<file path="config.mk">
export PLATFORM = sky130hd
export DESIGN_NAME = mdu_top
export DESIGN_NICKNAME = d
export VERILOG_FILES = /design/src/mdu_arith_pkg.sv /design/src/mdu_types_pkg.sv /design/src/div_seq16.sv /design/src/mdu_dispatch.sv /design/src/mdu_top.sv /design/src/mul_seq16.sv
export SDC_FILE = /design/constraint.sdc
export NUM_CORES = 1
export LEC_CHECK = 0
export ABC_AREA = 1
export BUFFER_PORTS_ARGS = -buffer_cell sky130_fd_sc_hd__buf_2
export CAP_MARGIN = 20
export CORE_UTILIZATION = 50
export DETAILED_ROUTE_END_ITERATION = 8
export PLACE_DENSITY = 0.67
export SYNTH_ARGS = -nofsm -noshare
export SYNTH_HDL_FRONTEND = slang
export SYNTH_SLANG_ARGS = --single-unit
</file>
<file path="constraint.sdc">
create_clock -name clk -period 3.2 [get_ports clk]
set_input_delay 0.32 -clock clk [delete_from_list [all_inputs] [get_ports clk]]
set_output_delay 0.32 -clock clk [all_outputs]
set_load 0.01 [all_outputs]
</file>
<file path="src/mdu_arith_pkg.sv">
/*
 * Arithmetic constants of the multiply/divide unit.
 * Widths, step counts and the shared unit state encoding.
 */
package mdu_arith_pkg;

   localparam int OPERAND_WIDTH = 16;
   localparam int RESULT_WIDTH  = 2 * OPERAND_WIDTH;
   localparam int ITERATIONS    = OPERAND_WIDTH;

   // the load step, the bit steps and the sign fix step lie between start and done.
   localparam int UNIT_LATENCY  = ITERATIONS + 2;
   localparam int STEP_WIDTH    = $clog2(UNIT_LATENCY);

   localparam logic [STEP_WIDTH-1:0]    LOAD_STEP     = '0;
   localparam logic [STEP_WIDTH-1:0]    FINAL_STEP    = STEP_WIDTH'(ITERATIONS + 1);
   localparam logic [OPERAND_WIDTH-1:0] MOST_NEGATIVE = {1'b1, {(OPERAND_WIDTH - 1){1'b0}}};

   typedef enum logic [1:0]
   {
      UNIT_IDLE    = 2'd0,
      UNIT_RUNNING = 2'd1,
      UNIT_LAST    = 2'd2
   } unit_state_t;

   // magnitude of an operand that is negative only when signed.
   function automatic logic [OPERAND_WIDTH-1:0] magnitude(input logic [OPERAND_WIDTH-1:0] value,
                                                          input logic is_signed);
      return (is_signed && value[OPERAND_WIDTH-1]) ? -value : value;
   endfunction

endpackage

</file>
<file path="src/mdu_types_pkg.sv">
/*
 * Request and response types of the multiply/divide unit.
 * An operation code selects multiply or divide; a divide result carries
 * the remainder in the upper half and the quotient in the lower half.
 */
package mdu_types_pkg;

   import mdu_arith_pkg::*;

   typedef enum logic
   {
      MDU_MUL = 1'b0,
      MDU_DIV = 1'b1
   } mdu_op_t;

   // a request is taken only when the unit is not busy.
   typedef struct packed
   {
      mdu_op_t                  op;
      logic                     is_signed;
      logic [OPERAND_WIDTH-1:0] a;
      logic [OPERAND_WIDTH-1:0] b;
   } mdu_req_t;

   // response tagged with the operation that produced it.
   typedef struct packed
   {
      mdu_op_t                 op;
      logic [RESULT_WIDTH-1:0] value;
   } mdu_resp_t;

endpackage

</file>
<file path="src/div_seq16.sv">
/*
 * Sequential 16-bit restoring divider.
 * One shift-subtract step per cycle on the magnitudes; quotient and
 * remainder signs, divide by zero and signed overflow are settled last.
 */
module div_seq16
(
   input  logic                                    clk,
   input  logic                                    reset,
   input  logic                                    start,
   input  logic                                    is_signed,
   input  logic [mdu_arith_pkg::OPERAND_WIDTH-1:0] dividend,
   input  logic [mdu_arith_pkg::OPERAND_WIDTH-1:0] divisor,
   output logic                                    done,
   output logic [mdu_arith_pkg::OPERAND_WIDTH-1:0] quotient,
   output logic [mdu_arith_pkg::OPERAND_WIDTH-1:0] remainder
);

   import mdu_arith_pkg::*;

   unit_state_t              state;
   logic [STEP_WIDTH-1:0]    step;

   logic                     signed_q;
   logic [OPERAND_WIDTH-1:0] dividend_raw;
   logic [OPERAND_WIDTH-1:0] divisor_raw;
   logic [OPERAND_WIDTH-1:0] dq;
   logic [OPERAND_WIDTH-1:0] dv_mag;
   logic [OPERAND_WIDTH-1:0] rem;
   logic                     neg_quot;
   logic                     neg_rem;
   logic                     div_zero;
   logic                     overflow;

   logic [OPERAND_WIDTH:0]   partial;
   logic [OPERAND_WIDTH:0]   diff;
   logic                     fits;

   // next dividend bit shifted into the partial remainder.
   assign partial = {rem, dq[OPERAND_WIDTH-1]};
   assign diff    = partial - {1'b0, dv_mag};
   assign fits    = (partial >= {1'b0, dv_mag});

   assign done = (state == UNIT_LAST);

   always_ff @(posedge clk)
   begin
      if (reset)
      begin
         state <= UNIT_IDLE;
         step  <= '0;
      end
      else
      begin
         case (state)
            UNIT_IDLE:
            begin
               if (start)
               begin
                  state <= UNIT_RUNNING;
                  step  <= LOAD_STEP;
               end
            end
            UNIT_RUNNING:
            begin
               if (step == FINAL_STEP)
               begin
                  state <= UNIT_LAST;
               end
               step <= step + 1'b1;
            end
            default:
            begin
               state <= UNIT_IDLE;
            end
         endcase
      end
   end

   always_ff @(posedge clk)
   begin
      if (state == UNIT_IDLE)
      begin
         if (start)
         begin
            dividend_raw <= dividend;
            divisor_raw  <= divisor;
            signed_q     <= is_signed;
         end
      end
      else if (state == UNIT_RUNNING)
      begin
         if (step == LOAD_STEP)
         begin
            dq       <= magnitude(dividend_raw, signed_q);
            dv_mag   <= magnitude(divisor_raw, signed_q);
            rem      <= '0;
            neg_quot <= signed_q & (dividend_raw[OPERAND_WIDTH-1] ^
                                    divisor_raw[OPERAND_WIDTH-1]);
            // remainder follows the dividend sign.
            neg_rem  <= signed_q & dividend_raw[OPERAND_WIDTH-1];
            div_zero <= (divisor_raw == '0);
            overflow <= signed_q & (dividend_raw == MOST_NEGATIVE) & (divisor_raw == '1);
         end
         else if (step == FINAL_STEP)
         begin
            if (div_zero)
            begin
               quotient  <= '1;
               remainder <= dividend_raw;
            end
            else if (overflow)
            begin
               quotient  <= MOST_NEGATIVE;
               remainder <= '0;
            end
            else
            begin
               quotient  <= neg_quot ? -dq : dq;
               remainder <= neg_rem ? -rem : rem;
            end
         end
         else
         begin
            // restore by keeping the partial value when the divisor does not fit.
            rem <= fits ? diff[OPERAND_WIDTH-1:0] : partial[OPERAND_WIDTH-1:0];
            dq  <= {dq[OPERAND_WIDTH-2:0], fits};
         end
      end
   end

endmodule

</file>
<file path="src/mdu_dispatch.sv">
/*
 * Request dispatch for the multiply/divide unit.
 * Takes one request at a time, starts the matching unit and
 * registers its result as a tagged one-cycle response.
 */
module mdu_dispatch
(
   input  logic                                    clk,
   input  logic                                    reset,
   input  logic                                    req_valid,
   input  mdu_types_pkg::mdu_req_t                 req,
   output logic                                    busy,
   output logic                                    resp_valid,
   output mdu_types_pkg::mdu_resp_t                resp,
   output logic                                    mul_start,
   output logic                                    div_start,
   output logic                                    is_signed,
   output logic [mdu_arith_pkg::OPERAND_WIDTH-1:0] opnd_a,
   output logic [mdu_arith_pkg::OPERAND_WIDTH-1:0] opnd_b,
   input  logic                                    mul_done,
   input  logic [mdu_arith_pkg::RESULT_WIDTH-1:0]  mul_product,
   input  logic                                    div_done,
   input  logic [mdu_arith_pkg::OPERAND_WIDTH-1:0] div_quotient,
   input  logic [mdu_arith_pkg::OPERAND_WIDTH-1:0] div_remainder
);

   import mdu_arith_pkg::*;
   import mdu_types_pkg::*;

   mdu_op_t                 op_q;
   logic                    accept;
   logic                    unit_done;
   logic [RESULT_WIDTH-1:0] unit_value;

   // requests seen while busy are dropped.
   assign accept = req_valid & ~busy;

   // only the unit that was started can finish.
   assign unit_done  = (op_q == MDU_MUL) ? mul_done : div_done;
   assign unit_value = (op_q == MDU_MUL) ? mul_product : {div_remainder, div_quotient};

   always_ff @(posedge clk)
   begin
      if (reset)
      begin
         busy       <= 1'b0;
         mul_start  <= 1'b0;
         div_start  <= 1'b0;
         resp_valid <= 1'b0;
         op_q       <= MDU_MUL;
      end
      else
      begin
         mul_start  <= accept & (req.op == MDU_MUL);
         div_start  <= accept & (req.op == MDU_DIV);
         resp_valid <= busy & unit_done;
         if (accept)
         begin
            busy <= 1'b1;
            op_q <= req.op;
         end
         else if (resp_valid)
         begin
            // busy covers the response cycle and drops after it.
            busy <= 1'b0;
         end
      end
   end

   always_ff @(posedge clk)
   begin
      if (accept)
      begin
         opnd_a    <= req.a;
         opnd_b    <= req.b;
         is_signed <= req.is_signed;
      end
      if (busy & unit_done)
      begin
         resp.op    <= op_q;
         resp.value <= unit_value;
      end
   end

endmodule

</file>
<file path="src/mdu_top.sv">
/*
 * Multiply/divide unit top level.
 * Dispatch in front of the sequential multiplier and divider.
 */
module mdu_top
(
   input  logic                     clk,
   input  logic                     reset,
   input  logic                     req_valid,
   input  mdu_types_pkg::mdu_req_t  req,
   output logic                     busy,
   output logic                     resp_valid,
   output mdu_types_pkg::mdu_resp_t resp
);

   import mdu_arith_pkg::*;

   logic                     mul_start;
   logic                     div_start;
   logic                     is_signed;
   logic [OPERAND_WIDTH-1:0] opnd_a;
   logic [OPERAND_WIDTH-1:0] opnd_b;
   logic                     mul_done;
   logic [RESULT_WIDTH-1:0]  mul_product;
   logic                     div_done;
   logic [OPERAND_WIDTH-1:0] div_quotient;
   logic [OPERAND_WIDTH-1:0] div_remainder;

   mdu_dispatch i_dispatch
   (
      .clk           (clk),
      .reset         (reset),
      .req_valid     (req_valid),
      .req           (req),
      .busy          (busy),
      .resp_valid    (resp_valid),
      .resp          (resp),
      .mul_start     (mul_start),
      .div_start     (div_start),
      .is_signed     (is_signed),
      .opnd_a        (opnd_a),
      .opnd_b        (opnd_b),
      .mul_done      (mul_done),
      .mul_product   (mul_product),
      .div_done      (div_done),
      .div_quotient  (div_quotient),
      .div_remainder (div_remainder)
   );

   // operand a is the multiplier and the dividend.
   mul_seq16 i_mul
   (
      .clk          (clk),
      .reset        (reset),
      .start        (mul_start),
      .is_signed    (is_signed),
      .multiplier   (opnd_a),
      .multiplicand (opnd_b),
      .done         (mul_done),
      .product      (mul_product)
   );

   div_seq16 i_div
   (
      .clk       (clk),
      .reset     (reset),
      .start     (div_start),
      .is_signed (is_signed),
      .dividend  (opnd_a),
      .divisor   (opnd_b),
      .done      (div_done),
      .quotient  (div_quotient),
      .remainder (div_remainder)
   );

endmodule

</file>
<file path="src/mul_seq16.sv">
/*
 * Sequential 16x16 multiplier.
 * Shift-add on the operand magnitudes, one multiplier bit per cycle,
 * with the product sign restored in the last step before done.
 */
module mul_seq16
(
   input  logic                                    clk,
   input  logic                                    reset,
   input  logic                                    start,
   input  logic                                    is_signed,
   input  logic [mdu_arith_pkg::OPERAND_WIDTH-1:0] multiplier,
   input  logic [mdu_arith_pkg::OPERAND_WIDTH-1:0] multiplicand,
   output logic                                    done,
   output logic [mdu_arith_pkg::RESULT_WIDTH-1:0]  product
);

   import mdu_arith_pkg::*;

   unit_state_t              state;
   logic [STEP_WIDTH-1:0]    step;

   logic                     signed_q;
   logic [OPERAND_WIDTH-1:0] mplier_raw;
   logic [OPERAND_WIDTH-1:0] mcand_raw;
   logic [OPERAND_WIDTH-1:0] mplier_copy;
   logic [RESULT_WIDTH-1:0]  mcand_copy;
   logic [RESULT_WIDTH-1:0]  acc;
   logic                     negative_output;

   // done covers exactly the one cycle spent in the last state.
   assign done = (state == UNIT_LAST);

   always_ff @(posedge clk)
   begin
      if (reset)
      begin
         state <= UNIT_IDLE;
         step  <= '0;
      end
      else
      begin
         case (state)
            UNIT_IDLE:
            begin
               if (start)
               begin
                  state <= UNIT_RUNNING;
                  step  <= LOAD_STEP;
               end
            end
            UNIT_RUNNING:
            begin
               if (step == FINAL_STEP)
               begin
                  state <= UNIT_LAST;
               end
               step <= step + 1'b1;
            end
            default:
            begin
               state <= UNIT_IDLE;
            end
         endcase
      end
   end

   always_ff @(posedge clk)
   begin
      if (state == UNIT_IDLE)
      begin
         if (start)
         begin
            mplier_raw <= multiplier;
            mcand_raw  <= multiplicand;
            signed_q   <= is_signed;
         end
      end
      else if (state == UNIT_RUNNING)
      begin
         if (step == LOAD_STEP)
         begin
            // a most negative operand still has a 16-bit magnitude.
            mplier_copy     <= magnitude(mplier_raw, signed_q);
            mcand_copy      <= {{OPERAND_WIDTH{1'b0}}, magnitude(mcand_raw, signed_q)};
            negative_output <= signed_q & (mplier_raw[OPERAND_WIDTH-1] ^
                                           mcand_raw[OPERAND_WIDTH-1]);
            acc             <= '0;
         end
         else if (step == FINAL_STEP)
         begin
            product <= negative_output ? -acc : acc;
         end
         else
         begin
            if (mplier_copy[0])
            begin
               acc <= acc + mcand_copy;
            end
            mplier_copy <= mplier_copy >> 1;
            mcand_copy  <= mcand_copy << 1;
         end
      end
   end

endmodule

</file>
== Word level (Yosys, flattened, before mapping) ==
Cells that the tools add are included.

* Word-level logic and storage cells: 140
* Register bits after elaboration: 348
* Bits of input ports: 37

* Bitwise logic cells: 17
* Add/sub/neg operators: 11
* Equality and inequality tests: 14
* Reductions and logical operators: 27
* $lt $le $gt $ge: 1
* Multiplexer cells: 34

{| class="wikitable"
|+ Operators with widths
! cell !! count
|-
| $mux W16 || 15
|-
| $mux W32 || 5
|-
| $neg A16 Y16 || 6
|-
| $add A32 B32 Y32 || 1
|-
| $eq A16 B16 Y1 const B || 2
|-
| $neg A32 Y32 || 1
|-
| $pmux W5 S2 || 2
|-
| $ge A17 B16 Y1 || 1
|-
| $logic_not A16 Y1 || 1
|-
| $sub A16 B16 Y16 || 1
|-
| $mux W15 || 1
|-
| $reduce_and A2 Y1 || 6
|-
| $reduce_and A3 Y1 || 4
|-
| $reduce_and A4 Y1 || 3
|-
| $add A5 B1 Y5 const B || 2
|-
| $eq A5 B5 Y1 const B || 2
|-
| $logic_not A5 Y1 || 2
|-
| $mux W5 || 2
|-
| $and A1 B1 Y1 || 9
|-
| $mux W2 || 4
|-
| $ne A2 B2 Y1 const B || 4
|-
| $pmux W2 S2 || 2
|-
| $reduce_bool A2 Y1 || 4
|-
| $not A1 Y1 || 6
|-
| other kinds (8) || 18
|}

== Depth between registers and ports, before layout ==
* Depth in word-level cells: 4
* Depth in mapped cells: 14
* Gate-level depth less buffers: 14

== Cells and area by module ==
A second synthesis with hierarchy kept.

* Cells, all modules: 2257
* Area, all modules: 19411.1 sq um

{| class="wikitable"
|+ Modules (own cells, without submodules)
! module !! area an instance (sq um) !! cells an instance !! sequential area each (sq um) !! instances
|-
| mul_seq16 || 9520.4 || 1187 || 4524.3 || 1
|-
| div_seq16 || 7257.0 || 875 || 3653.5 || 1
|-
| mdu_dispatch || 2633.8 || 195 || 2082.0 || 1
|}

== Worst setup path before layout ==
Ideal clock, no wire load.

* Path kind: flip-flop to flip-flop
* Start: register i_mul.step[0]
* End: register i_mul.acc[0], enable pin
* Path buffers: 1
* Period minus slack after synthesis: 2.896 ns
* Path slack: 0.304 ns
* Arrival: 2.475 ns
* Cell stages (with the launch flop): 8
* Cell sequence: dfxtp_1 > inv_1 > ha_1 > nand3_1 > inv_1 > buf_2 > nor2_1 > nor2_1

* Cells in the longest elaborated chain, start to end: 3
* Elaborated cells on any way between the ends: 5
* Those cells by class: eq/ne: 2; reduce/logical: 3

{| class="wikitable"
|+ Ends and longest elaborated chain
! element !! line !! RTL
|-
| start, declared || mul_seq16.sv:21 || <nowiki>logic [STEP_WIDTH-1:0] step;</nowiki>
|-
| start signal, assigned || mul_seq16.sv:58 || <nowiki>step <= step + 1'b1;</nowiki>
|-
| $eq A5 B5 Y1 or $logic_not A5 Y1 (tied branches) || mul_seq16.sv:90, mul_seq16.sv:81 ||
|-
| $ne A2 B1 Y1 (no line) or $reduce_bool A2 Y1 (tied branches) || -- ||
|-
| $reduce_and A4 Y1 (no line) (*) || -- ||
|-
| end signal, assigned || mul_seq16.sv:98 || <nowiki>acc <= acc + mcand_copy;</nowiki>
|-
| end, declared || mul_seq16.sv:28 || <nowiki>logic [RESULT_WIDTH-1:0] acc;</nowiki>
|}

Every way passes the cells marked *; elsewhere a longest branch is shown, timed or not.
A chain may end at the register's enable or synchronous reset.

== Final worst setup path ==
* Start: register i_div.dv_mag[0]
* End: register i_div.rem[14] (data pin)

* Cells in the longest elaborated chain, start to end: 3
* Elaborated cells on any way between the ends: 4
* Those cells by class: add/sub: 1; order compare: 1; mux: 2

{| class="wikitable"
|+ Ends and longest elaborated chain
! element !! line !! RTL
|-
| start, declared || div_seq16.sv:28 || <nowiki>logic [OPERAND_WIDTH-1:0] dv_mag;</nowiki>
|-
| start signal, assigned || div_seq16.sv:96 || <nowiki>dv_mag <= magnitude(divisor_raw, signed_q);</nowiki>
|-
| $sub A16 B16 Y16 or $ge A17 B16 Y1 (tied branches) || div_seq16.sv:41, div_seq16.sv:42 ||
|-
| $mux W16 (*) || div_seq16.sv:126 || <nowiki>rem <= fits ? diff[OPERAND_WIDTH-1:0] : partial[OPERAND_WIDTH-1:0];</nowiki>
|-
| $mux W16 (*) || div_seq16.sv:105 || <nowiki>else if (step == FINAL_STEP)</nowiki>
|-
| end signal, assigned || div_seq16.sv:126 ||
|-
| end, declared || div_seq16.sv:29 || <nowiki>logic [OPERAND_WIDTH-1:0] rem;</nowiki>
|}

Every way passes the cells marked *; elsewhere a longest branch is shown, timed or not. The select of a mux whose other input is x is not followed.

==> flow_metrics.tcl <==
set metrics [dict create \
    fillers 3353 \
    post-cts-setup-buffers 0 \
    drt.antenna.violating_nets 0 \
    startpoint "i_div.dv_mag[0]" \
    slew_headroom_pct 44.7 \
    critical_path.top_delay_family "simple AND/OR/NAND/NOR gates" \
    synth_top_cell_area_share_pct 51.7 \
    cts_max_path_buffers 3 \
    setup_viol 0 \
    grt_antenna_before_repair 1 \
    initial_utilization_pct 50.8 \
    classification_of_the_worst_setup_path "reg -> reg" \
    cts.hold.buffers_added 34 \
    worst_setup_path_endpoint "i_div.rem[14]" \
    cp.buffers_inverters 1 \
    pre_cts_ws_ps 769 \
    clk_latency_ps 560 \
    first_global_vias 14099 \
    wire_per_inst_um 16.5 \
    worst_ep_arrival_time_ps 2820 \
    fin_total_pwr_mw 11.1 \
    core.rowCount 71 \
    p_per_area_nw_per_um2 508 \
    hold_viol_final 0 \
    coreArea_um2 37700 \
    critical_path.reg2reg.endpoint "i_div.rem[14]" \
    final_report_max_slew_violation_count 0 \
    synthTopCellsByCount "sky130_fd_sc_hd__nand2_1, sky130_fd_sc_hd__inv_1, sky130_fd_sc_hd__edfxtp_1, sky130_fd_sc_hd__nor2_1, sky130_fd_sc_hd__nand3_1" \
    syn_to_final_growth_pct 14.5 \
    final_period_minus_worst_setup_slack_ps 2500 \
    worst_setup_path_end_kind "register" \
    syn_area_per_cell_um2 8.50 \
    routed-via-count 15088 \
    clock-skew-final_ps 15.2 \
    yosys.area.top_type "sky130_fd_sc_hd__edfxtp_1" \
    tritoncts "done" \
    ys_ff_latch 348 \
    routed_wirelength_um 48100 \
    crit-reg2reg-launch "i_div.dv_mag[0]" \
    synthesis.instances 2251 \
    status "finished clean" \
    worstSetupStartpointType "register" \
    wp_data_required_ps 3520 \
    synth.cell_area_um2 19100 \
    rsz0062_at_grt "false" \
    number_of_enable_flip_flop_cells_after_synthesis 329 \
    finalSetupTns_ps 0 \
    tightestPinTransition_ps 827 \
    ys.flop_type "sky130_fd_sc_hd__edfxtp_1" \
    post_cts.resized_instances 0 \
    netlist_top_cells_area "sky130_fd_sc_hd__edfxtp_1, sky130_fd_sc_hd__nand2_1, sky130_fd_sc_hd__inv_1" \
    synth.distinct_cells 46 \
    timing.critical_path.depth 12 \
    crit_path_frequent_cell "sky130_fd_sc_hd__nand2_1" \
    grt_start_max_net_pins 47 \
    htree_num_levels 2 \
    synthMostInstantiatedCell "sky130_fd_sc_hd__nand2_1" \
    drt_first_iter_violations 1136 \
    routabilityCongestion 0.971 \
    postPlaceCellArea_um2 20100 \
    synthArstFlopShare_pct 0 \
    grt_overflow 0 \
    ios 72 \
    synth_sequential_area_ratio_pct 53.7 \
    sequence_of_cells_on_the_critical_path "ha_1 > inv_1 > fa_1 > nand2_1 > nand2_1 > nand2_1 > o21bai_1 > nand2_1 > nand3_1 > nand2_1 > nand3_1 > nand2_1" \
    nNetsFinal 2475 \
    dp.final_hpwl_um 36300 \
    final_cell_area_um2 21900 \
    cp_slowest_cell "sky130_fd_sc_hd__edfxtp_1" \
    grt_pass1_wl_um 75600 \
    detail_route.first_pass.iterations 6 \
    clock.fmax_ghz 0.401 \
    post-route-period-util_pct 78.0 \
    post_route_cells_drive_above_1_share_pct 7.65 \
    hold_path.class "in -> reg" \
    reg2regPathDepth 12 \
    drc 0 \
    cts_num_sinks 348 \
    fp.dieH_um 198 \
    r2r_slack_ps 700 \
    critical_path_peak_fanout 4 \
    drt-vias-per-instance 5.17 \
    timing.final.ws_setup_ps 704 \
    grtUsageTotal_pct 25.4 \
    synthesis.nets 2351 \
    portBuffers 71 \
    total_leakage_power_nw 9.68 \
    drv.max_cap_violation_count 0 \
    die_area_um2 39000 \
    root_buffer_selected_by_cts "sky130_fd_sc_hd__clkbuf_16" \
    vdd_ir_drop_max_v 0.000536 \
    cts_inserted_buffers 39 \
    synth_warnings 0 \
    clk_pin_slew_worst_paths_ps 60 \
    chipWidth_um 198 \
    critical_path.max_stage_delay_ps 480 \
]
[through the flow]
step	utilization (%)	std cells	hold WS, ps
2_1_floorplan	-	2251	392
3_5_place_dp	53.3	2811	433
3_3_place_gp	53.3	2811	438
6_report	58.2	2919	79.6
4_1_cts	58.1	2917	56.5
5_1_grt	58.1	2918	77.1
[flip-flops by register name (all words and copies together), names as in the netlist, 2 cells and up]
| register | cells |
|---|---|
| i_mul.mcand_copy | 32 |
| i_div.state | 2 |
| i_mul.step | 5 |
| i_div.rem | 16 |
| i_mul.mcand_raw | 16 |
| i_mul.product | 32 |
| i_mul.mplier_raw | 16 |
| i_mul.acc | 32 |
| i_div.divisor_raw | 16 |
| i_dispatch.opnd_a | 16 |
| i_dispatch.resp | 33 |
| i_div.remainder | 16 |
| i_mul.state | 2 |
| i_div.dq | 16 |
| i_div.dividend_raw | 16 |
| i_dispatch.opnd_b | 16 |
| i_div.step | 5 |
| i_div.quotient | 16 |
| i_div.dv_mag | 16 |
| i_mul.mplier_copy | 16 |
[cells in the final DEF, fill, tap and decap left out, drive strengths merged, types with 3 or more instances in the layout]
cell,count
dlygate4sd3,34
a22oi,3
inv,335
nand3b,7
nand4,19
clkbuf,48
a31oi,4
a21oi,75
nand3,165
o21bai,6
o211ai,4
xor2,56
o21ai,89
clkinv,14
nor4,3
xnor2,11
o31ai,5
nor3,44
nor3b,4
or2,9
o21a,3
edfxtp,329
nor2,230
nand2,711
bufinv,8
o22ai,8
buf,89
ha,61
dfxtp,19
[metal layers]
layer	vias up	wire, µm	share of wire [%]	track usage, %
li1	7602	-	-	-
met1	6851	22100	46	36.2
met2	548	20900	43	39.3
met3	87	3670	7.6	4.39
met4	0	1450	3.0	7.95
met5	-	0	0	0
[worst reg2reg max path, delay by kind of cell (launching register included)]
kind                     cells  cell delay (ps)
buffers and inverters        1              170
AO/OA/AOI/OAI                1              370
adder cells (fa/ha/maj)      2              490
flip-flops                   1              480
AND/OR/NAND/NOR              8              740
[cells by family (layout without fill, tap and decap cells)]
group | Yosys count | after routing | share of synthesized area, %
compound gates | 204 | 204 | 5.88
buf+inv | 375 | 530 | 7.48
simple gates | 1194 | 1194 | 25.7
other cells | 0 | 2 | 0
fa+ha+maj | 63 | 63 | 4.20
xor+xnor | 67 | 67 | 3.07
flops | 348 | 348 | 53.7
[where the power goes]
part	switching, mW	internal [mW]	total (mW)	leakage (nW)
Sequential	0.110	5.14	5.25	3.17
Clock	1.85	3.16	5.01	0.721
Combinational	0.587	0.286	0.873	5.79
[worst min path at each step]
stage	startpoint	endpoint	depth (start not counted)
global route	reset	i_div.state[0]	2
detailed placement	i_dispatch.is_signed	i_div.signed_q	0
finish	reset	i_mul.step[1]	2
global placement	i_dispatch.opnd_b[4]	i_mul.mcand_raw[4]	0
floorplan	req[33]	i_dispatch.mul_start	1
CTS	reset	i_mul.step[1]	2
[cell type report]
type                       count  area [µm²]  area share [%]
sequential                   348       10300            46.8
multi-input combinational   1528        7450            34.0
inverter                     335        1260            5.74
clock buffer                  48        1130            5.14
timing repair buffer         123         831            3.79
tap                          511         639            2.92
clock inverter                24         339            1.55
antenna                        2        5.00          0.0228
Note: power is estimated with default switching activity, not from simulation.
